$ cat src/v_arch_pkg.sv
`default_nettype none

package v_arch_pkg;

    ////////////////////////////////////////////////////////////
    // machine sizes
    ////////////////////////////////////////////////////////////
    localparam int VLEN          = 128;
    localparam int NUM_VREGS     = 32;
    localparam int DMEM_ADDR_LSB = 4;    // one 16-byte word per address

    typedef logic [31:0]     word_t;
    typedef logic [VLEN-1:0] vreg_t;
    typedef logic [4:0]      vreg_addr_t;
    typedef logic [4:0]      xreg_addr_t;
    typedef logic [4:0]      vl_t;       // 0..16 elements
    typedef logic [2:0]      sew_t;
    typedef logic [9:0]      dmem_addr_t;

    // vsew codes as in vtype
    localparam sew_t SEW_8  = 3'd0;
    localparam sew_t SEW_16 = 3'd1;
    localparam sew_t SEW_32 = 3'd2;

endpackage

`default_nettype wire

$ cat src/vcsr.sv
`timescale 1ns/1ps
`default_nettype none

module vcsr (
    input  logic              clk,
    input  logic              reset,
    input  logic              is_vconfig,
    input  v_arch_pkg::word_t avl,
    input  v_arch_pkg::sew_t  new_sew,
    output v_arch_pkg::vl_t   vl,
    output v_arch_pkg::sew_t  vsew
);

    v_arch_pkg::word_t vlmax;
    logic              sew_ok;

    assign sew_ok = (new_sew == v_arch_pkg::SEW_8) || (new_sew == v_arch_pkg::SEW_16) ||
                    (new_sew == v_arch_pkg::SEW_32);
    assign vlmax  = v_arch_pkg::word_t'(v_arch_pkg::VLEN / 8) >> new_sew;    // VLEN / SEW

    always_ff @(posedge clk) begin
        if (reset) begin
            vl   <= '0;
            vsew <= v_arch_pkg::SEW_8;
        end else if (is_vconfig && sew_ok) begin
            vl   <= (avl < vlmax) ? v_arch_pkg::vl_t'(avl) : v_arch_pkg::vl_t'(vlmax);
            vsew <= new_sew;
        end
    end

endmodule

`default_nettype wire

$ cat config.mk
export PLATFORM = sky130hd
export DESIGN_NAME = vcsr
export DESIGN_NICKNAME = d
export VERILOG_FILES = /design/src/v_arch_pkg.sv /design/src/vcsr.sv
export SDC_FILE = /design/constraint.sdc
export NUM_CORES = 1
export LEC_CHECK = 0
export BUFFER_PORTS_ARGS = -buffer_cell sky130_fd_sc_hd__buf_2
export CELL_PAD_IN_SITES_DETAIL_PLACEMENT = 0
export CELL_PAD_IN_SITES_GLOBAL_PLACEMENT = 1
export CORE_MARGIN = 5
export CORE_UTILIZATION = 24
export CTS_CLUSTER_DIAMETER = 120
export DETAILED_ROUTE_END_ITERATION = 10
export PLACE_DENSITY = 0.8
export RECOVER_POWER = 25
export SLEW_MARGIN = 40
export SYNTH_ARGS = -nofsm -noshare
export SYNTH_HDL_FRONTEND = slang
export SYNTH_SLANG_ARGS = --single-unit
$ cat constraint.sdc
create_clock -name clk -period 3.2 [get_ports clk]
set_input_delay 0.48 -clock clk [delete_from_list [all_inputs] [get_ports clk]]
set_output_delay 0.48 -clock clk [all_outputs]
set_load 0.05 [all_outputs]
==> results.sh <==
export IMPL_clk_latency_ps=250
export IMPL_synthFlopType="dfxtp_1"
export IMPL_ant_nets=0
export IMPL_start_util_pct=24.6
export IMPL_firstDrtPassIters=2
export IMPL_hpwl_um=1430
export IMPL_ios=46
export IMPL_synth_edf_count=0
export IMPL_core_area_um2=2150
export IMPL_reg2regPathDepth=2
export IMPL_cts_tree="done"
export IMPL_fmax_ghz=0.420
export IMPL_critPathLaunch="new_sew[2]"
export IMPL_viasPerCell=4.64
export IMPL_final_core_util_pct=37.3
export IMPL_die_x_um=56.9
export IMPL_grt_start_max_net_pins=10
export IMPL_num_fill_cells=242
export IMPL_cap_violations=0
export IMPL_nNetsFinal=153
export IMPL_synthesis_area_per_instance_um2=8.38
export IMPL_final_max_slew_viol_count=0
export IMPL_crit_fanout=7
export IMPL_hold_buffers=0
export IMPL_clock_path_buffers=2
export IMPL_gp_congestion=0.783
export IMPL_cp_data_required_time_ps=3330
export IMPL_drive_above_1_share_pct=46.8
export IMPL_slew_headroom_pct=59.2
export IMPL_antenna_cells=0
export IMPL_cts_clk_slew_worst_paths_ps=50
export IMPL_dr_first_iter_drc_count=2
export IMPL_rows=17
export IMPL_worstSetupPathType="input pin to register"
export IMPL_final_common_cell="buf_2"
export IMPL_root_buffer="clkbuf_4"
export IMPL_yosysUniqueCellTypes=26
export IMPL_cts_sinks=8
export IMPL_hp_class="register to register"
export IMPL_async_flop_share_pct=0
export IMPL_end_kind="register"
export IMPL_critPathCapture="vl[2]"
export IMPL_die_area_um2=3240
export IMPL_grt_usage_pct=10.4
export IMPL_ys_warn_count=0
export IMPL_p_leak_nw=0.351
export IMPL_overflow=0
export IMPL_hold_viol=0
export IMPL_port_buffers=45
export IMPL_synth_fp_nets=105
export IMPL_period_share_pct=74.4
export IMPL_tns_ps=0
export IMPL_post_cts_resized=0
export IMPL_htreeDepth=1
export IMPL_rsz0062_at_grt="no"
export IMPL_antenna_found_initial=0
export IMPL_cp_data_arrival_time_ps=2510
export IMPL_start_kind="input pin"
export IMPL_syn2layout_area_growth_pct=51.7
export IMPL_remaining_drc_errors=0
export IMPL_cts_setup_buffers=0
export IMPL_status="completed"
export IMPL_setup_viol=0
export IMPL_num_vias=636
export IMPL_power_density_nw_per_um2=306
export IMPL_period_needed_ps=2380
export IMPL_tightest_slew_ps=615
export IMPL_r2r_end="vl[4]"
export IMPL_yosysSeqAreaShare_pct=30.3
export IMPL_grt_pass1_wl_um=2660
export IMPL_postSynthCellCount=63
export IMPL_finalClockSkew_ps=0
export IMPL_total_power_w=0.000245
export IMPL_wl_per_cell_um=11.7
export IMPL_synth_seq_cells=8
export IMPL_r2r_start="vl[4]"
export IMPL_ff2ff_setup_slack_ps=2520
export IMPL_grt_pass1_vias=655
export IMPL_routed_wirelength_um=1610
export IMPL_fp_dieH_um=56.9
export IMPL_ir_drop_uv=333
export IMPL_syn_area_um2=528
export IMPL_cts_made_buffers=3
export IMPL_layout_common_cells="43 x buf_2, 8 x nor2_1, 8 x dfxtp_1, 7 x nand2_1, 7 x nor4_1"
-- routing by layer --
layer | part of all wire, % | vias to the layer above | track usage (%)
li1 | - | 330 | -
met1 | 39 | 272 | 10.2
met2 | 44 | 34 | 17.9
met3 | 17 | 0 | 8.05
met4 | 0 | 0 | 0.993
met5 | 0 | - | 0
-- area by class of cell --
type / count / area (um^2) / area share [%]
multi-input combinational: 52 / 357 / 44.5
timing repair buffer: 45 / 223 / 27.8
inverter: 1 / 3.75 / 0.469
clock buffer: 3 / 22.5 / 2.81
sequential: 8 / 160 / 20.0
tap: 28 / 35.0 / 4.38
-- how the worst min path moves through the flow --
stage	startpoint	end	slack [ps]	depth (start not counted)
5_1_grt	vl[1]	vl[1]	480	2
4_1_cts	vl[1]	vl[1]	460	2
3_3_place_gp	vl[1]	vl[1]	450	2
2_1_floorplan	avl[0]	vl[0]	630	2
3_5_place_dp	vl[1]	vl[1]	460	2
6_report	vl[1]	vl[1]	450	2
-- state kept, by name, indices dropped and copies added (netlist names) --
| signal | flops |
|---|---|
| vl | 5 |
| vsew | 3 |
-- cells in the mapped netlist (2+ instances only) --
cell | count | share of area (%)
nand4_1 | 2 | 2.4
nor2_1 | 8 | 5.7
nand2_1 | 7 | 5.0
ha_1 | 4 | 9.5
a311oi_1 | 2 | 3.3
or2_1 | 2 | 2.4
nand3b_1 | 2 | 2.8
dfxtp_1 | 8 | 30
nand3_1 | 2 | 1.9
a21oi_1 | 4 | 3.8
nor4_1 | 7 | 8.3
-- worst max-delay path, cell delays in order --
cell and delay [ps]:
buf_2 130, or3_2 500, ha_1 190, nor4_1 260, nand4_1 170, a311oi_4 430
mux2i_1 270, a211oi_2 80
-- power by group --
group	internal [W]	switching, W	total, W
registers	0.000103	0.00000126	0.000104
logic	0.0000288	0.0000360	0.0000648
clock network	0.0000429	0.0000336	0.0000765
total	0.000174	0.0000709	0.000245
-- cells by family (layout without fill, tap and decap cells) --
logic type / after synthesis / after routing / share of synthesized area (%)
DFF: 8 / 8 / 30.3
AOI/OAI and AO/OA: 10 / 10 / 16.8
and+or+nand+nor: 37 / 37 / 39.3
buffers and inverters: 3 / 49 / 2.13
muxes: 1 / 1 / 1.90
adders and majority gates: 4 / 4 / 9.48
-- metrics by stage --
step	setup WS, ps	area [um^2]	cells	hold WS (ps)
final	820	801	137	454
after global routing	653	801	137	483
after global placement	595	781	134	445
after CTS	799	803	137	463
after floorplan	808	528	63	632
after detailed placement	524	781	134	456
Power figures use the tool's default switching activity.
