$ cat config.mk
export PLATFORM = sky130hd
export DESIGN_NAME = v_lanes
export DESIGN_NICKNAME = d
export VERILOG_FILES = /design/src/v_arch_pkg.sv /design/src/v_isa_pkg.sv /design/src/v_lanes.sv
export SDC_FILE = /design/constraint.sdc
export NUM_CORES = 2
export LEC_CHECK = 0
export BUFFER_PORTS_ARGS = -buffer_cell sky130_fd_sc_hd__buf_2
export CAP_MARGIN = 20
export CORE_MARGIN = 2
export CORE_UTILIZATION = 40
export DETAILED_ROUTE_END_ITERATION = 8
export PLACE_DENSITY = 0.63
export SYNTH_ARGS = -nofsm -noshare
export SYNTH_HDL_FRONTEND = slang
export SYNTH_SLANG_ARGS = --single-unit
$ cat constraint.sdc
create_clock -name vclk -period 8.55
set_input_delay 2.1375 -clock vclk [all_inputs]
set_output_delay 2.1375 -clock vclk [all_outputs]
set_load 0.005 [all_outputs]
$ cat src/v_arch_pkg.sv
`default_nettype none

package v_arch_pkg;

    ////////////////////////////////////////////////////////////
    // machine sizes
    ////////////////////////////////////////////////////////////
    localparam int VLEN          = 128;
    localparam int NUM_VREGS     = 32;
    localparam int DMEM_ADDR_LSB = 4;    // one 16-byte word per address

    typedef logic [31:0]     word_t;
    typedef logic [VLEN-1:0] vreg_t;
    typedef logic [4:0]      vreg_addr_t;
    typedef logic [4:0]      xreg_addr_t;
    typedef logic [4:0]      vl_t;       // 0..16 elements
    typedef logic [2:0]      sew_t;
    typedef logic [9:0]      dmem_addr_t;

    // vsew codes as in vtype
    localparam sew_t SEW_8  = 3'd0;
    localparam sew_t SEW_16 = 3'd1;
    localparam sew_t SEW_32 = 3'd2;

endpackage

`default_nettype wire

$ cat src/v_isa_pkg.sv
`default_nettype none

package v_isa_pkg;

    // major opcodes
    localparam logic [6:0] OPC_OP_V     = 7'b1010111;
    localparam logic [6:0] OPC_LOAD_FP  = 7'b0000111;
    localparam logic [6:0] OPC_STORE_FP = 7'b0100111;

    // funct3 on OP-V
    localparam logic [2:0] F3_OPIVV = 3'b000;
    localparam logic [2:0] F3_OPIVX = 3'b100;
    localparam logic [2:0] F3_OPIVI = 3'b011;
    localparam logic [2:0] F3_OPCFG = 3'b111;

    // width field of vle/vse
    localparam logic [2:0] F3_VMEM8  = 3'b000;
    localparam logic [2:0] F3_VMEM16 = 3'b101;
    localparam logic [2:0] F3_VMEM32 = 3'b110;

    localparam logic [5:0] F6_VADD = 6'b000000;
    localparam logic [5:0] F6_VSUB = 6'b000010;
    localparam logic [5:0] F6_VAND = 6'b001001;
    localparam logic [5:0] F6_VOR  = 6'b001010;
    localparam logic [5:0] F6_VXOR = 6'b001011;
    localparam logic [5:0] F6_VSLL = 6'b100101;
    localparam logic [5:0] F6_VSRL = 6'b101000;

    typedef logic [2:0] alu_op_t;
    localparam alu_op_t ALU_ADD = 3'd0;
    localparam alu_op_t ALU_SUB = 3'd1;
    localparam alu_op_t ALU_AND = 3'd2;
    localparam alu_op_t ALU_OR  = 3'd3;
    localparam alu_op_t ALU_XOR = 3'd4;
    localparam alu_op_t ALU_SLL = 3'd5;
    localparam alu_op_t ALU_SRL = 3'd6;

    typedef logic [1:0] src_sel_t;
    localparam src_sel_t SRC_VREG = 2'd0;
    localparam src_sel_t SRC_XREG = 2'd1;
    localparam src_sel_t SRC_IMM  = 2'd2;

    typedef logic [1:0] unit_t;
    localparam unit_t UNIT_NONE  = 2'd0;
    localparam unit_t UNIT_ALU   = 2'd1;
    localparam unit_t UNIT_LOAD  = 2'd2;
    localparam unit_t UNIT_STORE = 2'd3;

endpackage

`default_nettype wire

$ cat src/v_lanes.sv
`timescale 1ns/1ps
`default_nettype none

module v_lanes (
    input  v_isa_pkg::alu_op_t alu_op,
    input  v_arch_pkg::sew_t   sew,
    input  v_arch_pkg::vreg_t  op_a,
    input  v_arch_pkg::vreg_t  op_b,
    output v_arch_pkg::vreg_t  result
);

    localparam int VLEN = v_arch_pkg::VLEN;

    v_arch_pkg::vreg_t res_w [3];    // one result per element width

    for (genvar g = 0; g < 3; g++) begin : g_sew
        localparam int EW  = 8 << g;
        localparam int SHW = 3 + g;    // log2(EW)

        for (genvar e = 0; e < VLEN / EW; e++) begin : g_el
            logic [EW-1:0] a;
            logic [EW-1:0] b;
            logic [EW-1:0] r;

            assign a = op_a[e*EW +: EW];
            assign b = op_b[e*EW +: EW];

            always_comb begin
                case (alu_op)
                    v_isa_pkg::ALU_SUB: r = b - a;
                    v_isa_pkg::ALU_AND: r = b & a;
                    v_isa_pkg::ALU_OR:  r = b | a;
                    v_isa_pkg::ALU_XOR: r = b ^ a;
                    v_isa_pkg::ALU_SLL: r = b << a[SHW-1:0];
                    v_isa_pkg::ALU_SRL: r = b >> a[SHW-1:0];
                    default:            r = b + a;
                endcase
            end

            assign res_w[g][e*EW +: EW] = r;
        end
    end

    always_comb begin
        case (sew)
            v_arch_pkg::SEW_16: result = res_w[1];
            v_arch_pkg::SEW_32: result = res_w[2];
            default:            result = res_w[0];
        endcase
    end

endmodule

`default_nettype wire

==> results.json <==
{
  "grt_max_degree": 184,
  "stdcell_area_sq_um": 52300,
  "outcome": "completed",
  "arrival_ns": 6.25,
  "cp.depth": 19,
  "drv_slew": 0,
  "wl_per_cell_um": 27.5,
  "hold_class": "in -> out",
  "initial_utilization_pct": 40.2,
  "vias_per_cell": 6.74,
  "synth_top_area_share_pct": 13.8,
  "grt_first_pass_wirelength_um": 368000,
  "critPathLaunch": "op_a[45]",
  "synth.distinct_cells": 106,
  "syn_nets": 8335,
  "drt_drc_violations_left": 0,
  "chipHeight_um": 351,
  "synth_common_cells": "nor2_1, a21oi_1, o21ai_0",
  "slowest_stage": "or4_4",
  "seq_cells": 0,
  "period_share_pct": 98.1,
  "final_cells": 9195,
  "crit_path_end_kind": "output port",
  "synth_cells": 7529,
  "post-place-cells": 9183,
  "coreArea_sq_um": 119000,
  "setup.worst_path.class": "in -> out",
  "postCtsHoldBufs": 0,
  "synthMuxAreaShare_pct": 12.4,
  "rows": 127,
  "fin_nets": 8380,
  "synthToLayoutAreaGrowth_pct": 8.92,
  "min_to": "result[32]",
  "globalplace.congestion": 1.04,
  "synth_top_family_by_area": "compound AO/OA/AOI/OAI gates",
  "ys.warnings.count": 0,
  "critical-path-top-delay-family": "compound AO/OA/AOI/OAI gates",
  "synth_xor_area_share_pct": 7.46,
  "numPortBuffers": 390,
  "detailed_place_hpwl_um": 187000,
  "boundaryPins": 390,
  "seq_area_sq_um": 0,
  "fmax_mhz": 119,
  "first_pass_iters": 8,
  "hold_viol_final": 0,
  "synth_simple_gate_area_share_pct": 20.4,
  "critPathMaxFanout": 3,
  "overflow": 0,
  "max_stage_delay_ns": 0.55,
  "hp-start": "op_b[32]",
  "cp-start-kind": "input port",
  "yosysTopAreaCell": "ha_1",
  "grt_pass1_vias": 56600,
  "tns_ns": 0,
  "filler_cell_count": 12900,
  "syn_avg_cell_area_sq_um": 6.38,
  "setup_viol": 0,
  "crit_buf_inv": 4,
  "die_w_um": 351,
  "vias": 61900,
  "wl_um": 253000,
  "place_area_sq_um": 52100,
  "drtIter0Drc": 8703,
  "ant_nets": 0,
  "min_period_ns": 8.38,
  "yosysSeqAreaShare_pct": 0,
  "drive_above_1_share_pct": 12.9,
  "track_usage_pct": 38.8,
  "syn_area_sq_um": 48000,
  "synthAdderAreaFrac_pct": 14.4,
  "synth_most_common_cell": "nor2_1",
  "yosys-top-cells-area": "ha_1, a21oi_1, o21ai_0",
  "cp.required_ns": 6.41,
  "path_cells": "buf_2, or4_4, nor3_4, buf_4, o21ai_2, xnor2_1, ha_1, a21o_1, a21o_1, a2111oi_4, o41ai_2, a211o_2, o31a_4, a31o_2, buf_4, xnor2_1, a221o_1, nand3_1, buf_2",
  "antenna_found_initial": 24,
  "whs_path_depth": 5,
  "worst_pin_slew_ns": 1.11,
  "max_slew_margin_pct": 25.9,
  "clock_buffers": 0,
  "dieArea_sq_um": 123000,
  "synth_compound_area_share_pct": 37.3,
  "drv_cap": 0,
  "whs_ns": 5.00
}
## metal layers
layer	track usage (%)	wire [um]
met2	58.1	105000
met1	51.2	99200
met4	20.4	15800
met3	9.19	32400
met5	0.275	183
## through the flow
step                setup slack [ns]  util (%)
global placement              -0.503      43.6
global route                 -0.0399      43.8
CTS                           0.0555      43.6
finish                         0.167      43.8
detailed placement            -0.134      43.6
floorplan                    0.00171         -
## cell type report
| cell class | instances | area [sq um] | area share, % |
|---|---|---|---|
| multi-input combinational | 6551 | 44500 | 85.1 |
| timing repair buffer | 702 | 4520 | 8.65 |
| tap | 1612 | 2020 | 3.86 |
| inverter | 319 | 1210 | 2.31 |
| antenna | 11 | 27.5 | 0.0526 |
## cells in the final DEF, fill, tap and decap left out, drive strengths merged, types with 112 or more instances in the layout
| cell type | instances |
|---|---|
| nor2 | 938 |
| a21oi | 894 |
| o21ai | 790 |
| nand2 | 723 |
| buf | 701 |
| ha | 528 |
| xnor2 | 336 |
| inv | 305 |
| mux2i | 292 |
| a21o | 149 |
| a211oi | 141 |
| nor3 | 134 |
| nand3 | 123 |
| mux4 | 112 |
## logic make-up after synthesis
| group | count (synthesis) |
|---|---|
| AO/OA/AOI/OAI | 2878 |
| XOR/XNOR | 409 |
| adder cells (fa/ha/maj) | 544 |
| buffers and inverters | 978 |
| multiplexers | 451 |
| AND/OR/NAND/NOR | 2269 |
## repair_timing
action / CTS / global route
pin swaps: 0 / 4
cloned: 0 / 0
buffers inserted: 0 / 1
gates resized for setup: 4 / 39
setup endpoints to repair: 4 / 27
## how the worst max path moves through the flow
stage	end	slack [ns]
2_1_floorplan	result[127]	0.002
3_3_place_gp	result[125]	-0.50
3_5_place_dp	result[63]	-0.13
4_1_cts	result[63]	0.06
5_1_grt	result[95]	-0.04
6_report	result[59]	0.17
