<file path="config.mk">
export PLATFORM = sky130hd
export DESIGN_NAME = v_operand_select
export DESIGN_NICKNAME = d
export VERILOG_FILES = /design/src/v_arch_pkg.sv /design/src/v_isa_pkg.sv /design/src/v_operand_select.sv
export SDC_FILE = /design/constraint.sdc
export NUM_CORES = 1
export LEC_CHECK = 0
export BUFFER_PORTS_ARGS = -buffer_cell sky130_fd_sc_hd__buf_4
export CAP_MARGIN = 20
export CORE_AREA = 2 2 377 379
export DETAILED_ROUTE_END_ITERATION = 8
export DIE_AREA = 0 0 379 381
export GPL_ROUTABILITY_DRIVEN = 0
export GPL_TIMING_DRIVEN = 0
export PLACE_DENSITY = 0.3
export SETUP_SLACK_MARGIN = 0.3
export SLEW_MARGIN = 20
export SYNTH_ARGS = -nofsm -noshare
export SYNTH_HDL_FRONTEND = slang
export SYNTH_SLANG_ARGS = --single-unit
</file>
<file path="constraint.sdc">
create_clock -name vclk -period 2.25
set_input_delay 0.225 -clock vclk [all_inputs]
set_output_delay 0.225 -clock vclk [all_outputs]
set_load 0.02 [all_outputs]
</file>
<file path="src/v_arch_pkg.sv">
`default_nettype none

package v_arch_pkg;

    ////////////////////////////////////////////////////////////
    // machine sizes
    ////////////////////////////////////////////////////////////
    localparam int VLEN          = 128;
    localparam int NUM_VREGS     = 32;
    localparam int DMEM_ADDR_LSB = 4;    // one 16-byte word per address

    typedef logic [31:0]     word_t;
    typedef logic [VLEN-1:0] vreg_t;
    typedef logic [4:0]      vreg_addr_t;
    typedef logic [4:0]      xreg_addr_t;
    typedef logic [4:0]      vl_t;       // 0..16 elements
    typedef logic [2:0]      sew_t;
    typedef logic [9:0]      dmem_addr_t;

    // vsew codes as in vtype
    localparam sew_t SEW_8  = 3'd0;
    localparam sew_t SEW_16 = 3'd1;
    localparam sew_t SEW_32 = 3'd2;

endpackage

`default_nettype wire

</file>
<file path="src/v_isa_pkg.sv">
`default_nettype none

package v_isa_pkg;

    // major opcodes
    localparam logic [6:0] OPC_OP_V     = 7'b1010111;
    localparam logic [6:0] OPC_LOAD_FP  = 7'b0000111;
    localparam logic [6:0] OPC_STORE_FP = 7'b0100111;

    // funct3 on OP-V
    localparam logic [2:0] F3_OPIVV = 3'b000;
    localparam logic [2:0] F3_OPIVX = 3'b100;
    localparam logic [2:0] F3_OPIVI = 3'b011;
    localparam logic [2:0] F3_OPCFG = 3'b111;

    // width field of vle/vse
    localparam logic [2:0] F3_VMEM8  = 3'b000;
    localparam logic [2:0] F3_VMEM16 = 3'b101;
    localparam logic [2:0] F3_VMEM32 = 3'b110;

    localparam logic [5:0] F6_VADD = 6'b000000;
    localparam logic [5:0] F6_VSUB = 6'b000010;
    localparam logic [5:0] F6_VAND = 6'b001001;
    localparam logic [5:0] F6_VOR  = 6'b001010;
    localparam logic [5:0] F6_VXOR = 6'b001011;
    localparam logic [5:0] F6_VSLL = 6'b100101;
    localparam logic [5:0] F6_VSRL = 6'b101000;

    typedef logic [2:0] alu_op_t;
    localparam alu_op_t ALU_ADD = 3'd0;
    localparam alu_op_t ALU_SUB = 3'd1;
    localparam alu_op_t ALU_AND = 3'd2;
    localparam alu_op_t ALU_OR  = 3'd3;
    localparam alu_op_t ALU_XOR = 3'd4;
    localparam alu_op_t ALU_SLL = 3'd5;
    localparam alu_op_t ALU_SRL = 3'd6;

    typedef logic [1:0] src_sel_t;
    localparam src_sel_t SRC_VREG = 2'd0;
    localparam src_sel_t SRC_XREG = 2'd1;
    localparam src_sel_t SRC_IMM  = 2'd2;

    typedef logic [1:0] unit_t;
    localparam unit_t UNIT_NONE  = 2'd0;
    localparam unit_t UNIT_ALU   = 2'd1;
    localparam unit_t UNIT_LOAD  = 2'd2;
    localparam unit_t UNIT_STORE = 2'd3;

endpackage

`default_nettype wire

</file>
<file path="src/v_operand_select.sv">
`timescale 1ns/1ps
`default_nettype none

module v_operand_select (
    input  v_isa_pkg::src_sel_t    src_a_sel,
    input  v_arch_pkg::vreg_t      vreg_a,
    input  v_arch_pkg::vreg_t      vreg_b,
    input  v_arch_pkg::vreg_t      vreg_old,
    input  v_arch_pkg::vreg_addr_t vs1,
    input  v_arch_pkg::vreg_addr_t vs2,
    input  v_arch_pkg::vreg_addr_t vd,
    input  v_arch_pkg::word_t      xreg,
    input  logic [4:0]             imm,
    input  v_arch_pkg::sew_t       vsew,
    input  logic                   wb_en,
    input  v_arch_pkg::vreg_addr_t wb_addr,
    input  v_arch_pkg::vreg_t      wb_data,
    output v_arch_pkg::vreg_t      op_a,
    output v_arch_pkg::vreg_t      op_b,
    output v_arch_pkg::vreg_t      old_vd
);

    localparam int VLEN = v_arch_pkg::VLEN;

    v_arch_pkg::vreg_t fwd_a;

    ////////////////////////////////////////////////////////////
    // write-back forwarding
    ////////////////////////////////////////////////////////////
    assign fwd_a  = (wb_en && wb_addr == vs1) ? wb_data : vreg_a;
    assign op_b   = (wb_en && wb_addr == vs2) ? wb_data : vreg_b;
    assign old_vd = (wb_en && wb_addr == vd) ? wb_data : vreg_old;    // also the store data

    // low SEW bits repeated over the register
    function automatic v_arch_pkg::vreg_t splat(input v_arch_pkg::word_t val,
                                                input v_arch_pkg::sew_t sew);
        case (sew)
            v_arch_pkg::SEW_8:  return {(VLEN / 8){val[7:0]}};
            v_arch_pkg::SEW_16: return {(VLEN / 16){val[15:0]}};
            default:            return {(VLEN / 32){val}};
        endcase
    endfunction

    always_comb begin
        case (src_a_sel)
            v_isa_pkg::SRC_XREG: op_a = splat(xreg, vsew);
            v_isa_pkg::SRC_IMM:  op_a = splat(v_arch_pkg::word_t'(imm), vsew);    // zero-ext
            default:             op_a = fwd_a;
        endcase
    end

endmodule

`default_nettype wire

</file>
==> flow_summary.yaml <==
outcome:
  status: "finished, violations left"
  failed_checks: "setup timing"
logic_synthesis:
  synth.most_common_cell: "mux2_2"
  netlist_area_sq_mm: 0.00760
  synthesis.nets: 1628
  synth_cell_types: 44
  syn_area_per_cell_sq_um: 7.24
  yosysWarnings: 0
  postSynthCellCount: 1051
  ys_seq_area_share_pct: 0
  synth_top_area_cell: "mux2_2"
  synth_common_cells: "mux2_2, nand3_1, nand4_1, clkbuf_1, a31oi_1"
  synth.area.top_cells: "mux2_2, nand3_1, nand4_1"
  yosys.area.top_type_share_pct: 37.9
timing:
  timing.final.crit_share_pct: 107
  setup-violations-final: 208
  final.setup.worst_slack_ps: -161
  worst-slew-pin-transition_ps: 630
  tns_ps: -12830
  hold_viol_final: 0
  fmax_mhz: 415
  slew_headroom_pct: 58.0
  drv_slew: 0
  rsz0062_at_grt: "true"
  fin_crit_ps: 2410
critical_path:
  critPathRequiredTime_ps: 2030
  cp_max_fo: 6
  cp.arrival_ps: 2190
  critPathKind: "in2out"
  cp-start-kind: "input pin"
  cp-end-kind: "output port"
detailed_routing:
  wire_per_inst_um: 36.1
  detail-route-antenna-nets: 0
  routed_wl_mm: 148
  viasPerCell: 3.72
  dr.pass1.iters: 5
  drt_iter0_drc: 847
  drc: 0
  vias: 15300
die:
  ios: 959
  core_sq_mm: 0.141
  fp.dieW_um: 379
  rows: 138
  start_util_pct: 5.41
  die_h_um: 381
  die_area_sq_mm: 0.144
hold_path:
  hp-class: "in2out"
finish:
  fillerInstances: 15900
  design.seq.count: 0
  drive_gt1_share_pct: 80.9
  regArea_sq_um: 0
  clkbuf_count: 0
  design_area_sq_mm: 0.0256
  final_nets: 2778
  stdcell_count: 4098
  area_growth_pct: 237
power_and_ir_drop:
  power.density_mw_per_mm2: 286
  ir_drop_mv: 0.118
  finalPower_uw: 7330
  leakage_uw: 0.0110
placement:
  post-dp-hpwl_mm: 120
  place_area_sq_mm: 0.0176
  port-buffer-count: 956
  dp_cells: 3914
global_routing:
  antenna_found_initial: 47
  grt_pass1_vias: 15000
  grt_remaining_overflow: 0
  grt_max_degree: 11
  grt_pass1_wl_mm: 176
  grt_usage_pct: 18.9
run:
  drv_cap: 0
cts:
  cts_hold_buf: 0
area by class of cell:
| type | instances | area [sq um] | share of cell area [%] |
|---|---|---|---|
| inverters | 2 | 12.5 | 0.0488 |
| repair buffers | 1150 | 11400 | 44.5 |
| diodes | 9 | 22.5 | 0.0879 |
| multi-input cells | 905 | 9570 | 37.3 |
| plain buffers | 142 | 2240 | 8.75 |
| well taps | 1890 | 2360 | 9.23 |
critical path, cell delays in order:
cell and delay [ps]:
buf_6 90, xor2_1 150, nor4_2 330, and3_4 280, buf_12 120, buf_16 180
buf_16 220, mux2_4 370, buf_6 140
worst paths after layout:
check | depth (start not counted) | to | startpoint
max | 9 | op_b[101] | vs2[1]
min | 3 | old_vd[38] | vreg_old[38]
metal layers:
metal  routed length [um]  global-route usage (%)  vias to the layer above
li1                     -                       -                     6550
met1                63500                    24.5                     7763
met2                70000                    31.8                      787
met3                11500                    5.21                      132
met4                 2710                    2.59                       18
met5                  112                       0                        -
cells in the final DEF, fill, tap and decap left out, types with 7 or more instances in the layout:
cell,n
a21oi_1,24
a21oi_4,13
a31oi_1,23
a31oi_4,54
a41oi_1,24
buf_12,68
buf_16,30
buf_4,690
buf_6,369
buf_8,33
clkbuf_16,46
clkbuf_2,11
clkbuf_4,24
clkbuf_8,14
diode_2,9
mux2_2,37
mux2_4,219
nand2_1,27
nand2_2,8
nand2_4,7
nand3_1,131
nand3_2,69
nand4_1,125
o211ai_1,33
or4bb_4,10
metrics by stage:
stage / util, % / worst slack [ps] / hold slack (ps)
finish: 18.2 / -161 / 762
detailed placement: 12.5 / -1860 / 775
CTS: 15.7 / -196 / 759
global route: 18.2 / -198 / 767
global placement: 12.2 / -2320 / 777
floorplan: - / 314 / 639
where the power goes:
part / internal [uW] / leakage, uW / switching [uW]
Sequential: 0 / 0 / 0
Clock: 0.000477 / 0.0000000559 / 0
Combinational: 3510 / 0.0110 / 3820
what timing repair did:
action                                 4_1_cts  5_1_grt
resized for setup                          701      628
gates cloned                                20       16
endpoints found under the hold margin        0        0
pin swaps                                  118      106
buffers inserted                           100       41
setup endpoints to repair                  384      384
kinds of logic after synthesis:
kind of cell,synth area share [%]
AOI/OAI and AO/OA,18.6
xor gates and xnor gates,1.73
adders and majority gates,0.329
buffers and inverters,10.0
muxes,38.6
and+or+nand+nor,30.8
Note: power is estimated with default switching activity, not from simulation.
