==> src/v_arch_pkg.sv <==
`default_nettype none

package v_arch_pkg;

    ////////////////////////////////////////////////////////////
    // machine sizes
    ////////////////////////////////////////////////////////////
    localparam int VLEN          = 128;
    localparam int NUM_VREGS     = 32;
    localparam int DMEM_ADDR_LSB = 4;    // one 16-byte word per address

    typedef logic [31:0]     word_t;
    typedef logic [VLEN-1:0] vreg_t;
    typedef logic [4:0]      vreg_addr_t;
    typedef logic [4:0]      xreg_addr_t;
    typedef logic [4:0]      vl_t;       // 0..16 elements
    typedef logic [2:0]      sew_t;
    typedef logic [9:0]      dmem_addr_t;

    // vsew codes as in vtype
    localparam sew_t SEW_8  = 3'd0;
    localparam sew_t SEW_16 = 3'd1;
    localparam sew_t SEW_32 = 3'd2;

endpackage

`default_nettype wire

==> src/v_isa_pkg.sv <==
`default_nettype none

package v_isa_pkg;

    // major opcodes
    localparam logic [6:0] OPC_OP_V     = 7'b1010111;
    localparam logic [6:0] OPC_LOAD_FP  = 7'b0000111;
    localparam logic [6:0] OPC_STORE_FP = 7'b0100111;

    // funct3 on OP-V
    localparam logic [2:0] F3_OPIVV = 3'b000;
    localparam logic [2:0] F3_OPIVX = 3'b100;
    localparam logic [2:0] F3_OPIVI = 3'b011;
    localparam logic [2:0] F3_OPCFG = 3'b111;

    // width field of vle/vse
    localparam logic [2:0] F3_VMEM8  = 3'b000;
    localparam logic [2:0] F3_VMEM16 = 3'b101;
    localparam logic [2:0] F3_VMEM32 = 3'b110;

    localparam logic [5:0] F6_VADD = 6'b000000;
    localparam logic [5:0] F6_VSUB = 6'b000010;
    localparam logic [5:0] F6_VAND = 6'b001001;
    localparam logic [5:0] F6_VOR  = 6'b001010;
    localparam logic [5:0] F6_VXOR = 6'b001011;
    localparam logic [5:0] F6_VSLL = 6'b100101;
    localparam logic [5:0] F6_VSRL = 6'b101000;

    typedef logic [2:0] alu_op_t;
    localparam alu_op_t ALU_ADD = 3'd0;
    localparam alu_op_t ALU_SUB = 3'd1;
    localparam alu_op_t ALU_AND = 3'd2;
    localparam alu_op_t ALU_OR  = 3'd3;
    localparam alu_op_t ALU_XOR = 3'd4;
    localparam alu_op_t ALU_SLL = 3'd5;
    localparam alu_op_t ALU_SRL = 3'd6;

    typedef logic [1:0] src_sel_t;
    localparam src_sel_t SRC_VREG = 2'd0;
    localparam src_sel_t SRC_XREG = 2'd1;
    localparam src_sel_t SRC_IMM  = 2'd2;

    typedef logic [1:0] unit_t;
    localparam unit_t UNIT_NONE  = 2'd0;
    localparam unit_t UNIT_ALU   = 2'd1;
    localparam unit_t UNIT_LOAD  = 2'd2;
    localparam unit_t UNIT_STORE = 2'd3;

endpackage

`default_nettype wire

==> src/v_sequencer.sv <==
`timescale 1ns/1ps
`default_nettype none

module v_sequencer (
    input  logic                   clk,
    input  logic                   reset,
    input  v_isa_pkg::unit_t       unit,
    input  v_isa_pkg::alu_op_t     alu_op,
    input  v_arch_pkg::sew_t       vsew,
    input  v_arch_pkg::vl_t        vl,
    input  v_arch_pkg::vreg_addr_t vd,
    input  v_arch_pkg::vreg_t      op_a,
    input  v_arch_pkg::vreg_t      op_b,
    input  v_arch_pkg::vreg_t      old_vd,
    input  v_arch_pkg::dmem_addr_t mem_addr,
    input  v_arch_pkg::vreg_t      alu_result,
    input  v_arch_pkg::vreg_t      v_load_data,
    output v_isa_pkg::alu_op_t     ex_alu_op,
    output v_arch_pkg::sew_t       ex_sew,
    output v_arch_pkg::vreg_t      ex_op_a,
    output v_arch_pkg::vreg_t      ex_op_b,
    output logic                   wb_en,
    output v_arch_pkg::vreg_addr_t wb_addr,
    output v_arch_pkg::vreg_t      wb_data,
    output logic                   dm_v_write,
    output logic                   is_vltype,
    output v_arch_pkg::dmem_addr_t data_addr,
    output v_arch_pkg::vreg_t      v_store_data
);

    localparam int NBYTES = v_arch_pkg::VLEN / 8;

    v_isa_pkg::unit_t       ex_unit;
    v_arch_pkg::vl_t        ex_vl;
    v_arch_pkg::vreg_t      ex_old_vd;
    v_arch_pkg::dmem_addr_t ex_mem_addr;
    v_arch_pkg::vreg_t      new_data;
    logic [NBYTES-1:0]      byte_en;

    ////////////////////////////////////////////////////////////
    // stage 2 register
    ////////////////////////////////////////////////////////////
    always_ff @(posedge clk) begin
        if (reset) begin
            ex_unit <= v_isa_pkg::UNIT_NONE;
        end else begin
            ex_unit <= unit;    // bubbles arrive as UNIT_NONE
        end
    end

    always_ff @(posedge clk) begin
        ex_alu_op   <= alu_op;
        ex_sew      <= vsew;
        ex_vl       <= vl;
        wb_addr     <= vd;
        ex_op_a     <= op_a;
        ex_op_b     <= op_b;
        ex_old_vd   <= old_vd;
        ex_mem_addr <= mem_addr;
    end

    ////////////////////////////////////////////////////////////
    // tail merge
    ////////////////////////////////////////////////////////////
    assign new_data = (ex_unit == v_isa_pkg::UNIT_LOAD) ? v_load_data : alu_result;

    always_comb begin
        for (int i = 0; i < NBYTES; i++) begin
            byte_en[i] = (i >> ex_sew) < int'(ex_vl);    // element index below vl
            wb_data[i*8 +: 8] = byte_en[i] ? new_data[i*8 +: 8] : ex_old_vd[i*8 +: 8];
        end
    end

    assign wb_en = (ex_unit == v_isa_pkg::UNIT_ALU) || (ex_unit == v_isa_pkg::UNIT_LOAD);

    // memory port
    assign dm_v_write   = (ex_unit == v_isa_pkg::UNIT_STORE);
    assign is_vltype    = (ex_unit == v_isa_pkg::UNIT_LOAD);
    assign data_addr    = ex_mem_addr;
    assign v_store_data = ex_old_vd;    // whole register, vl ignored

endmodule

`default_nettype wire

==> config.mk <==
export PLATFORM = sky130hd
export DESIGN_NAME = v_sequencer
export DESIGN_NICKNAME = d
export VERILOG_FILES = /design/src/v_arch_pkg.sv /design/src/v_isa_pkg.sv /design/src/v_sequencer.sv
export SDC_FILE = /design/constraint.sdc
export NUM_CORES = 1
export LEC_CHECK = 0
export ABC_AREA = 1
export BUFFER_PORTS_ARGS = -buffer_cell sky130_fd_sc_hd__clkbuf_2
export CAP_MARGIN = 20
export CORE_AREA = 2 2 475 477
export DETAILED_ROUTE_END_ITERATION = 7
export DIE_AREA = 0 0 477 479
export PLACE_DENSITY = 0.3
export SYNTH_ARGS = -nofsm -noshare
export SYNTH_HDL_FRONTEND = slang
export SYNTH_SLANG_ARGS = --single-unit
==> constraint.sdc <==
create_clock -name clk -period 2.26 [get_ports clk]
set_input_delay 0.226 -clock clk [delete_from_list [all_inputs] [get_ports clk]]
set_output_delay 0.226 -clock clk [all_outputs]
set_load 0.03 [all_outputs]
==> out/summary.log <==
qor: run_status.violations setup timing
qor: floorplan.starting_utilization_of_the_core_area 0.0554
qor: floorplan.core-area 224000 sq um
qor: placed_design.gp_routability_congestion 0.923
qor: sta.drv_slew 0
qor: floorplan.num_io_pins 1206
qor: cts.cts_tree done
qor: sta.timing.fmax 346 MHz
qor: worst_setup_path.category_of_the_worst_setup_path_capture_point output pin
qor: global_routing.grt_start_max_net_pins 42
qor: detailed_routing.drt_drc_violations_left 0
qor: floorplan.floorplan.rows 174
qor: detailed_routing.dr_total_vias 15900
qor: yosys.yosys.cell_types.count 30
qor: yosys.ys_seq_area_frac 0.666
qor: global_routing.grt_remaining_overflow 0
qor: yosys.count_of_flip_flops_with_a_built_in_enable_after_synthesis 0
qor: sta.setup_viol_count_final 128
qor: yosys.synth.cell_area 12400 sq um
qor: yosys.synthesis.area_per_instance 11.3 sq um
qor: floorplan.chipWidth 477 um
qor: final_layout.layout-drive-gt1-share 0.656
qor: placed_design.placed_area 23600 sq um
qor: detailed_routing.routed_wirelength 135 mm
qor: sta.hold_viol_final 0
qor: sta.post_route_clock_period_utilization 1.28
qor: yosys.synthesis_warnings 0
qor: worst_setup_path.critical_path_peak_fanout 8
qor: floorplan.die_y 479 um
qor: placed_design.dp_hpwl 117 mm
qor: final_layout.area_delta_synth_final 168%
qor: yosys.synth_top_flop_cell sky130_fd_sc_hd__dfxtp_1
qor: job.drv.max_cap_violation_count 0
qor: sta.post-route-worst-setup-slack -628 ps
qor: final_layout.post-route-cell-area 33200 sq um
qor: global_routing.grt_antenna_before_repair 94
qor: worst_setup_path.crit_type reg2out
qor: hold_path.holdCritPathClass in2reg
qor: global_routing.grtUsageTotal 0.112
qor: detailed_routing.wire_per_inst 22.8 um
qor: global_routing.global_route_wire_length_before_repair 167 mm
qor: cts.max-clock-path-buffers 3
qor: global_routing.number_of_global_route_vias_before_repair 16900
qor: sta.rsz_0062_raised_after_global_routing true
qor: yosys.synthCells 1092
qor: detailed_routing.vias_per_cell 2.67
qor: worst_setup_path.start_kind register
qor: detailed_routing.drt_first_pass_iters 5
qor: placed_design.dp.cells 5340
qor: final_layout.final_cell_mix sky130_fd_sc_hd__clkbuf_2, sky130_fd_sc_hd__dlygate4sd3_1, sky130_fd_sc_hd__dfxtp_1
qor: final_layout.mostFrequentLayoutCell sky130_fd_sc_hd__clkbuf_2
qor: floorplan.die_area 228000 sq um
qor: yosys.postSynthNetCount 1782
qor: sta.slew_headroom 0.543
qor: cts.clock_sinks 412
qor: pwr.powerDensity 743 nW/um^2
qor: pwr.total_power 24700 uW
qor: yosys.asyncSetResetFlopFracSynth 0
qor: worst_setup_path.required 2030 ps
qor: pwr.peakVddDrop 606 uV
qor: run_status.status complete, but fails checks
qor: cts.cts_buffers 59
qor: placed_design.numPortBuffers 1205
qor: pwr.static-leakage-power 0.0150 uW
qor: yosys.synth_seq_cells 412
qor: final_layout.nNetsFinal 3553
qor: final_layout.stdcell_count 5932
qor: cts.clock_transition_at_the_registers_of_the_reported_paths 70 ps
qor: worst_setup_path.critical_path_arrival 2660 ps
qor: cts.ctsRootBufferMaster sky130_fd_sc_hd__clkbuf_16
qor: detailed_routing.antenna_left 0
qor: cts.htreeDepth 2
qor: sta.layout_min_cycle_time 2890 ps
qor: detailed_routing.initialDrtViolationCount 465
qor: sta.max_slew.worst_pin.slew 685 ps
cell usage after synthesis, types with 5 or more instances:
cell / n / area share
sky130_fd_sc_hd__nand4_1: 8 / 0.0040
sky130_fd_sc_hd__dfxtp_1: 412 / 0.67
sky130_fd_sc_hd__inv_1: 31 / 0.0094
sky130_fd_sc_hd__buf_2: 17 / 0.0069
sky130_fd_sc_hd__mux2_2: 120 / 0.11
sky130_fd_sc_hd__inv_2: 5 / 0.0015
sky130_fd_sc_hd__ha_1: 20 / 0.020
sky130_fd_sc_hd__nand2_2: 22 / 0.011
sky130_fd_sc_hd__o21ai_1: 6 / 0.0024
sky130_fd_sc_hd__a21oi_1: 13 / 0.0053
sky130_fd_sc_hd__nand3_1: 119 / 0.048
sky130_fd_sc_hd__mux2i_1: 8 / 0.0065
sky130_fd_sc_hd__nor2_1: 17 / 0.0052
sky130_fd_sc_hd__nand2_1: 260 / 0.079
metal layers:
| layer | GRT usage | routed length (um) | vias up |
|---|---|---|---|
| li1 | - | - | 7204 |
| met1 | 0.105 | 44300 | 7327 |
| met2 | 0.208 | 69200 | 1022 |
| met3 | 0.0553 | 15100 | 282 |
| met4 | 0.0404 | 6610 | 18 |
| met5 | 0 | 108 | - |
worst max-delay path, stage by stage, from the launching register on:
cell                      delay (ps)
sky130_fd_sc_hd__dfxtp_4         380
sky130_fd_sc_hd__inv_4            50
sky130_fd_sc_hd__ha_4            150
sky130_fd_sc_hd__nand2_4          60
sky130_fd_sc_hd__buf_4           110
sky130_fd_sc_hd__nand2_2          60
sky130_fd_sc_hd__ha_4            260
sky130_fd_sc_hd__nand2_2          50
sky130_fd_sc_hd__inv_2            60
sky130_fd_sc_hd__nand2_2          60
sky130_fd_sc_hd__nand2_4          80
sky130_fd_sc_hd__nand2_8          80
sky130_fd_sc_hd__nand2_4          80
sky130_fd_sc_hd__buf_12          150
sky130_fd_sc_hd__nand2_2          70
sky130_fd_sc_hd__nand2_2          80
sky130_fd_sc_hd__buf_8           120
layout make-up:
class,instances,area [sq um]
Multi-Input combinational cell,614,5670
Fill cell,25300,190000
Sequential cell,412,8270
Clock buffer,72,1630
Clock inverter,40,597
Tap cell,2992,3740
Timing Repair Buffer,1737,13100
Antenna cell,26,65.1
Inverter,39,180
worst paths after layout:
path                               from                   to  slack [ps]  cells past startpoint
worst min-delay path           op_a[44]  ex_op_a[44]$_DFF_P_         170                      2
worst max-delay path  ex_sew[1]$_DFF_P_          wb_data[81]        -630                     16
power breakdown:
group	internal (uW)	total (uW)	switching, uW	leakage (uW)
Combinational	2600	6010	3410	0.0104
Sequential	7660	7950	284	0.00348
Clock	6540	10700	4190	0.00109
Total	16800	24700	7880	0.0150
registers in the layout (all words and copies together) (netlist names):
signal and count:
ex_alu_op 3, ex_op_a 128, ex_vl 5, v_store_data 128, wb_addr 5, ex_sew 3
ex_unit 2, ex_op_b 128, data_addr 10
per-stage QoR:
step	hold WS [ps]	util	setup WS [ps]	setup TNS, ps
finish	168	0.149	-628	-67180
global route	93.4	0.148	-818	-90160
CTS	31.9	0.143	-796	-89220
detailed placement	330	0.106	-413	-23430
global placement	328	0.106	-411	-23760
floorplan	254	-	14.1	0
cell families after synthesis:
family,synth area share
AND/OR/NAND/NOR,0.159
flip-flops,0.666
adder cells (fa/ha/maj),0.0202
AO/OA/AOI/OAI,0.0145
multiplexers,0.116
buffers and inverters,0.0254
timing repair:
item,CTS,global route
endpoints found under the setup margin,129,129
setup buffers,15,24
pin swaps,54,106
hold buffers,413,0
endpoints found under the hold margin,412,0
gates resized for setup,404,302
gates cloned,2,5
(Power assumes the default switching activity.)
