File: src/v_arch_pkg.sv
`default_nettype none

package v_arch_pkg;

    ////////////////////////////////////////////////////////////
    // machine sizes
    ////////////////////////////////////////////////////////////
    localparam int VLEN          = 128;
    localparam int NUM_VREGS     = 32;
    localparam int DMEM_ADDR_LSB = 4;    // one 16-byte word per address

    typedef logic [31:0]     word_t;
    typedef logic [VLEN-1:0] vreg_t;
    typedef logic [4:0]      vreg_addr_t;
    typedef logic [4:0]      xreg_addr_t;
    typedef logic [4:0]      vl_t;       // 0..16 elements
    typedef logic [2:0]      sew_t;
    typedef logic [9:0]      dmem_addr_t;

    // vsew codes as in vtype
    localparam sew_t SEW_8  = 3'd0;
    localparam sew_t SEW_16 = 3'd1;
    localparam sew_t SEW_32 = 3'd2;

endpackage

`default_nettype wire

File: src/v_isa_pkg.sv
`default_nettype none

package v_isa_pkg;

    // major opcodes
    localparam logic [6:0] OPC_OP_V     = 7'b1010111;
    localparam logic [6:0] OPC_LOAD_FP  = 7'b0000111;
    localparam logic [6:0] OPC_STORE_FP = 7'b0100111;

    // funct3 on OP-V
    localparam logic [2:0] F3_OPIVV = 3'b000;
    localparam logic [2:0] F3_OPIVX = 3'b100;
    localparam logic [2:0] F3_OPIVI = 3'b011;
    localparam logic [2:0] F3_OPCFG = 3'b111;

    // width field of vle/vse
    localparam logic [2:0] F3_VMEM8  = 3'b000;
    localparam logic [2:0] F3_VMEM16 = 3'b101;
    localparam logic [2:0] F3_VMEM32 = 3'b110;

    localparam logic [5:0] F6_VADD = 6'b000000;
    localparam logic [5:0] F6_VSUB = 6'b000010;
    localparam logic [5:0] F6_VAND = 6'b001001;
    localparam logic [5:0] F6_VOR  = 6'b001010;
    localparam logic [5:0] F6_VXOR = 6'b001011;
    localparam logic [5:0] F6_VSLL = 6'b100101;
    localparam logic [5:0] F6_VSRL = 6'b101000;

    typedef logic [2:0] alu_op_t;
    localparam alu_op_t ALU_ADD = 3'd0;
    localparam alu_op_t ALU_SUB = 3'd1;
    localparam alu_op_t ALU_AND = 3'd2;
    localparam alu_op_t ALU_OR  = 3'd3;
    localparam alu_op_t ALU_XOR = 3'd4;
    localparam alu_op_t ALU_SLL = 3'd5;
    localparam alu_op_t ALU_SRL = 3'd6;

    typedef logic [1:0] src_sel_t;
    localparam src_sel_t SRC_VREG = 2'd0;
    localparam src_sel_t SRC_XREG = 2'd1;
    localparam src_sel_t SRC_IMM  = 2'd2;

    typedef logic [1:0] unit_t;
    localparam unit_t UNIT_NONE  = 2'd0;
    localparam unit_t UNIT_ALU   = 2'd1;
    localparam unit_t UNIT_LOAD  = 2'd2;
    localparam unit_t UNIT_STORE = 2'd3;

endpackage

`default_nettype wire

File: src/v_decoder.sv
`timescale 1ns/1ps
`default_nettype none

module v_decoder (
    input  v_arch_pkg::word_t      instr,
    output v_isa_pkg::unit_t       unit,
    output v_isa_pkg::alu_op_t     alu_op,
    output v_isa_pkg::src_sel_t    src_a_sel,
    output logic                   is_vconfig,
    output v_arch_pkg::vreg_addr_t vs1,
    output v_arch_pkg::vreg_addr_t vs2,
    output v_arch_pkg::vreg_addr_t vd,
    output logic [4:0]             imm,
    output v_arch_pkg::sew_t       zimm_sew,
    output v_arch_pkg::xreg_addr_t rs1
);

    logic [6:0] opcode;
    logic [2:0] funct3;
    logic [5:0] funct6;
    logic       alu_known;
    logic       unit_stride;

    assign opcode   = instr[6:0];
    assign funct3   = instr[14:12];
    assign funct6   = instr[31:26];
    assign vd       = instr[11:7];    // vs3 on stores
    assign vs1      = instr[19:15];
    assign rs1      = instr[19:15];
    assign imm      = instr[19:15];
    assign vs2      = instr[24:20];
    assign zimm_sew = instr[25:23];

    // nf, mew, mop and lumop all zero, element width one of ours
    assign unit_stride = (instr[31:26] == 6'b0) && (instr[24:20] == 5'b0) &&
                         ((funct3 == v_isa_pkg::F3_VMEM8) ||
                          (funct3 == v_isa_pkg::F3_VMEM16) ||
                          (funct3 == v_isa_pkg::F3_VMEM32));

    always_comb begin
        alu_known = 1'b1;
        case (funct6)
            v_isa_pkg::F6_VADD: alu_op = v_isa_pkg::ALU_ADD;
            v_isa_pkg::F6_VSUB: alu_op = v_isa_pkg::ALU_SUB;
            v_isa_pkg::F6_VAND: alu_op = v_isa_pkg::ALU_AND;
            v_isa_pkg::F6_VOR:  alu_op = v_isa_pkg::ALU_OR;
            v_isa_pkg::F6_VXOR: alu_op = v_isa_pkg::ALU_XOR;
            v_isa_pkg::F6_VSLL: alu_op = v_isa_pkg::ALU_SLL;
            v_isa_pkg::F6_VSRL: alu_op = v_isa_pkg::ALU_SRL;
            default: begin
                alu_op    = v_isa_pkg::ALU_ADD;
                alu_known = 1'b0;
            end
        endcase
    end

    always_comb begin
        unit       = v_isa_pkg::UNIT_NONE;
        src_a_sel  = v_isa_pkg::SRC_VREG;
        is_vconfig = 1'b0;
        case (opcode)
            v_isa_pkg::OPC_OP_V: begin
                case (funct3)
                    v_isa_pkg::F3_OPIVV: if (alu_known) unit = v_isa_pkg::UNIT_ALU;
                    v_isa_pkg::F3_OPIVX: begin
                        src_a_sel = v_isa_pkg::SRC_XREG;
                        if (alu_known) unit = v_isa_pkg::UNIT_ALU;
                    end
                    v_isa_pkg::F3_OPIVI: begin
                        src_a_sel = v_isa_pkg::SRC_IMM;
                        if (alu_known && alu_op != v_isa_pkg::ALU_SUB) begin
                            unit = v_isa_pkg::UNIT_ALU;    // no vsub.vi
                        end
                    end
                    v_isa_pkg::F3_OPCFG: is_vconfig = ~instr[31];    // vsetvli only
                    default: ;
                endcase
            end
            v_isa_pkg::OPC_LOAD_FP:  if (unit_stride) unit = v_isa_pkg::UNIT_LOAD;
            v_isa_pkg::OPC_STORE_FP: if (unit_stride) unit = v_isa_pkg::UNIT_STORE;
            default: ;
        endcase
    end

endmodule

`default_nettype wire

File: config.mk
export PLATFORM = sky130hd
export DESIGN_NAME = v_decoder
export DESIGN_NICKNAME = d
export VERILOG_FILES = /design/src/v_arch_pkg.sv /design/src/v_isa_pkg.sv /design/src/v_decoder.sv
export SDC_FILE = /design/constraint.sdc
export NUM_CORES = 1
export LEC_CHECK = 0
export ABC_AREA = 1
export BUFFER_PORTS_ARGS = -buffer_cell sky130_fd_sc_hd__buf_2
export CAP_MARGIN = 20
export CORE_MARGIN = 5
export CORE_UTILIZATION = 33
export DETAILED_ROUTE_END_ITERATION = 10
export PLACE_DENSITY = 0.85
export SKIP_LAST_GASP = 1
export SYNTH_ARGS = -nofsm -noshare
export SYNTH_HDL_FRONTEND = slang
export SYNTH_SLANG_ARGS = --single-unit
File: constraint.sdc
create_clock -name vclk -period 1.15
set_clock_uncertainty 0.1 [all_clocks]
set_input_delay 0.23 -clock vclk [all_inputs]
set_output_delay 0.23 -clock vclk [all_outputs]
set_load 0.05 [all_outputs]
==> results.md, run 1 <==
- Multi-input gate area: ~380 µm²
- PwrDens: 319.7 nW/µm²
- Top Ports: 68
- Sequential area share after synthesis: 0
- Register area: 0 µm²
- Arrival time worst endpoint: about 1200 ps
- Pre-antenna DRT Iters: 1
- Most frequent cells in the layout: buf_2 (19), buf_4 (15), buf_8 (9)
- Quantity of hold-fixing buffers added after cts: 0
- Crit end category: output port
- Vias in the first global route: about 560
- CP max stage delay: 230 ps
- Status: finished with violations
- Routability congestion estimate: slightly above 0.7
- Die X-Extent: about 49 µm
- Relative slew margins: 0.8338
- GRT Util Overall: 0.1138
- Full die area: 2410 µm²
- Post-Route WL: ~1500 µm
- Mapped Nets: 121
- Startpoint types: input port
- Max rail drop VDD: 0.1577 mV
- Cell count after synthesis: about 90
- Clkbuf count: 0
- Starting Density: 0.3427
- Setup ws final: -336.6 ps
- Worst-path maximum fanout: 2
- Commonest non-fill, non-tap cell in the layout: buf_2
- I/O Buffers: 36
- Fin crit share: 1.293
- First-pass GRT wire length: ~2400 µm
- Via density: 4.581
- Fmax: roughly 670 MHz
- Synth warn: 0
- Fillers: between 100 and 150
- Routed via count: around 590
- Area of the mapped netlist: 504.2 µm²
- Min-Delay Path Class: input port to output port
- Minimum clock period: between 1000 and 1500 ps
- Req. time, crit path: 820 ps
- Die height: between 40 and 50 µm
- Ant. Diodes: 0
- RSZ-0062 raised after global routing: true
- Final setup fails: 8
- Wire per inst: 11.95 µm
- Slowest CP cell: or2_1
- Detailed placer's ending HPWL: approximately 1100 µm
- Critical path type: input port to output port
- P&R area growth vs syn: 83.13%
- Layout cells sized above 1: 0.8142
- Max-cap violations: 0
- Non-Filler Instances: 129
- Dpl cells: ~130
- ANT nets after route: 0
- Slew @ Worst Pin: about 250 ps
- FFs & Latches: 0
- Global route overflow: 0
- Pwr Total: 0.2952 mW
- Synth unique cells: 17
- Largest net degree at the start of global routing: 6
- DR iter-0 viols: 0
- Core Region: about 1500 µm²
- Row cnt: 14
- Failing checks: setup timing
- Drt drc: 0
- Setup TNS: -1961 ps
- Nets@finish: 147
- Number of antenna violations at the first check in global routing: 0
- Static Leak: roughly 0.45 nW
- Worst path cell trace: buf_6 -> or2_1 -> nor3_2 -> nand4_1 -> nand2_4 -> buf_8
- Synthesized area per cell: approximately 5.7 µm²
- Final hold vios: 0
- Fin. max-slew vios: 0
cells in the mapped netlist, drive strengths merged:
cell type   n  area (µm²)
nand3b      2       15.01
nand2      14       52.55
or2         2       12.51
nor4        1       6.260
inv        11       41.29
buf        28       210.2
nor2       18       87.58
nand4       2       12.51
o21ai       1       5.000
nand3       6       35.03
nor3        3       20.02
and3        1       6.260
path summary, 6_finish.rpt:
check | start | to | slack (ps) | depth (start not counted)
setup / recovery | instr[6] | unit[0] | -340 | 6
hold / removal | instr[11] | vd[4] | 360 | 0
critical path, delay by kind of cell:
family | cells | cell delay (ps)
buffers and inverters | 2 | 230
AND/OR/NAND/NOR | 4 | 700
metal layers:
layer / share of wire / global-route usage / vias up
met2: 0.59 / 0.2382 / 34
met1: 0.28 / 0.1109 / 254
li1: - / - / 297
met4: 0.023 / 0.01345 / 0
met3: 0.099 / 0.02446 / 6
met5: 0 / 0 / -
final cells by class:
type,instances,area share
Inverter,11,0.07182
Timing Repair Buffer,52,0.4905
Tap cell,16,0.02168
Multi-Input combinational cell,50,0.4160
per-stage QoR:
step	cell area (µm²)	utilization	hold WS [ps]	worst slack, ps
after floorplan	565.5	-	423.7	-310.7
after global routing	923.4	0.6276	360.1	-410.1
after CTS	830.8	0.5646	360.6	-337.9
after global placement	660.6	0.4490	360.6	-466.7
after detailed placement	660.6	0.4490	360.6	-496.1
final	923.4	0.6276	360.0	-336.6
where the power goes:
| group | leakage [nW] | internal, mW | switching (mW) |
|---|---|---|---|
| sequential | 0 | 0 | 0 |
| combinational | 0.454 | 0.132 | 0.163 |
| clock | 0 | 0 | 0 |
kinds of logic after synthesis:
group / count (synthesis) / share of synthesized area
buffers and inverters: 39 / 0.4988
and+or+nand+nor: 49 / 0.4913
AOI/OAI and AO/OA: 1 / 0.009916
repair_timing:
item,4_1_cts,5_1_grt
setup endpoints to repair,8,8
gates resized for setup,53,24
pin swaps,15,10
setup buffers,2,1
No activity file was read; power rests on OpenSTA's default activity.
==> run 2, diff against run 1 <==
--- a/config.mk
+++ b/config.mk
@@ -8,7 +8,6 @@
 export ABC_AREA = 1
 export BUFFER_PORTS_ARGS = -buffer_cell sky130_fd_sc_hd__buf_2
 export CAP_MARGIN = 20
-export CORE_MARGIN = 5
 export CORE_UTILIZATION = 33
 export DETAILED_ROUTE_END_ITERATION = 10
 export PLACE_DENSITY = 0.85
==> results.md, run 2 (synthesis results as in run 1) <==
- Detailed placer's ending HPWL: 1037 µm (-3.7%)
- Die X-Extent: 41.09 µm (-16%)
- FFs & Latches: 0 (unchanged)
- Quantity of hold-fixing buffers added after cts: 0 (unchanged)
- CP delay by family, top: simple AND/OR/NAND/NOR gates
- Routability congestion estimate: 0.8241 (+15%)
- Number of antenna violations at the first check in global routing: 0 (unchanged)
- Drt drc: 0 (unchanged)
- Most frequent cells in the layout: buf_2 (20), buf_4 (12), buf_6 (9)
- Relative slew margins: 0.7708 (-0.06295)
- Global route overflow: 0 (unchanged)
- Arrival time worst endpoint: 1220 ps (+60 ps)
- Final instance area: 905.9 µm² (-1.9%)
- Via density: 4.675 (+2.0%)
- Ant. Diodes: 0 (unchanged)
- Failing checks: setup timing
- Slew @ Worst Pin: 340.2 ps (+89.10 ps)
- Non-Filler Instances: 126 (-2.3%)
- Setup ws final: -400.4 ps (-63.80 ps)
- PwrDens: 328.4 nW/µm² (+2.7%)
- Vias in the first global route: 578 (+2.5%)
- Min-Delay Path Class: input port to output port
- Post-Route WL: 1618 µm (+4.9%)
- Static Leak: 0.4496 nW (-0.88%)
- Row cnt: 13 (-1)
- Pre-antenna DRT Iters: 3 (+2)
- Switch Pwr: 0.1691 mW (+3.6%)
- RSZ-0062 raised after global routing: true
- Req. time, crit path: 820 ps (about the same)
- Top Ports: 68 (unchanged)
- Fmax: 645.0 MHz (-4.1%)
- Post-layout util: 0.6630 (+0.03545)
- Die height: 41.09 µm (-16%)
- Startpoint types: input port
- Crit end category: output port
- Worst-path maximum fanout: 2 (unchanged)
- Worst path cell trace: buf_2 -> nand2_2 -> inv_1 -> o21ai_0 -> nand4_1 -> nand2_4 -> buf_8
- Wire per inst: 12.84 µm (+7.4%)
- Final setup fails: 8 (unchanged)
- Register area: 0 µm² (unchanged)
- GRT Util Overall: 0.1814 (+0.06761)
- Minimum clock period: 1550 ps (+63.80 ps)
- Largest net degree at the start of global routing: 6 (unchanged)
- Slowest CP cell: o21ai_0
- Status: finished with violations
- Clock Power Share: 0 (unchanged)
- Sw Share: 0.5685 (+0.01571)
- Max rail drop VDD: 0.1408 mV (-11%)
- Min-delay src: instr[9]
- Core Region: 1366 µm² (-7.1%)
- Placed cell areas: 659.4 µm² (-0.19%)
- Layout cells sized above 1: 0.7838 (-0.03038)
- ANT nets after route: 0 (unchanged)
- Worst path bufs/invs: 3 (+1)
- Critical path type: input port to output port
- I/O Buffers: 36 (unchanged)
- Routed via count: 589 (-0.34%)
- Seq pwr share: 0 (unchanged)
- CP max stage delay: 300 ps (+70 ps)
- Fin. max-slew vios: 0 (unchanged)
- P_int: 0.1284 mW (-2.8%)
- First-pass GRT wire length: 2083 µm (-12%)
- Starting Density: 0.3690 (+0.02636)
- Comb power frac: 1.000 (about the same)
- P&R area growth vs syn: 79.65%
- Max-cap violations: 0 (unchanged)
- Nets@finish: 145 (-1.4%)
- Dpl cells: 126 (-0.79%)
- Critical path origin: instr[12]
- Place WS: -519.2 ps (-23.15 ps)
- Final hold vios: 0 (unchanged)
- DR iter-0 viols: 4 (+4)
- Setup TNS: -2144 ps (-183.0 ps)
- Commonest non-fill, non-tap cell in the layout: buf_2
- Full die area: 1688 µm² (-30%)
- Clkbuf count: 0 (unchanged)
- Fin crit share: 1.348 (+0.05548)
==> run 2: cell types whose count changed in the layout (fill, tap and decap cells not counted), moves of 2 or more <==
cell and delta:
nor2_2 -3, nor2_1 +2, nand2_2 -3, inv_8 +2, buf_4 -3, buf_8 -2, nand2_4 +2
==> run 2: cell type report <==
type               instances  area, µm²
repair buffers            50      436.7
inverters                 11      66.31
fillers                  108      460.4
well taps                 15      18.77
multi-input cells         50      384.1
==> run 2: worst paths after layout <==
path      end  cells past startpoint  slack, ps
min     vd[2]                      0        360
max   unit[0]                      7       -400
==> run 2: stage by stage <==
stage / total power [mW] / hold slack [ps]
after global routing: 0.3155 / 360.1
after CTS: 0.2746 / 360.4
final: 0.2975 / 360.0
after global placement: 0.2120 / 360.4
after detailed placement: 0.2173 / 360.4
after floorplan: 0.3287 / 423.7
==> run 2: metal layers <==
metal / global-route usage / vias to the layer above / share of wire
met5: 0 / - / 0
met2: 0.4063 / 26 / 0.61
met1: 0.1519 / 263 / 0.30
li1: - / 294 / -
met4: 0.06452 / 0 / 0.023
met3: 0.02174 / 6 / 0.070
==> run 2: what timing repair did <==
| action | in CTS | in global routing |
|---|---|---|
| cloned | 0 | 0 |
| resized for setup | 65 | 11 |
| pin swaps | 14 | 8 |
| endpoints found under the setup margin | 8 | 8 |
| setup buffers | 2 | 0 |
==> run 2: power groups by stage <==
stage / combinational, mW / sequential (mW) / clock [mW]
2_1_floorplan: 0.329 / 0 / 0
3_3_place_gp: 0.212 / 0 / 0
3_5_place_dp: 0.217 / 0 / 0
4_1_cts: 0.275 / 0 / 0
5_1_grt: 0.315 / 0 / 0
6_report: 0.297 / 0 / 0
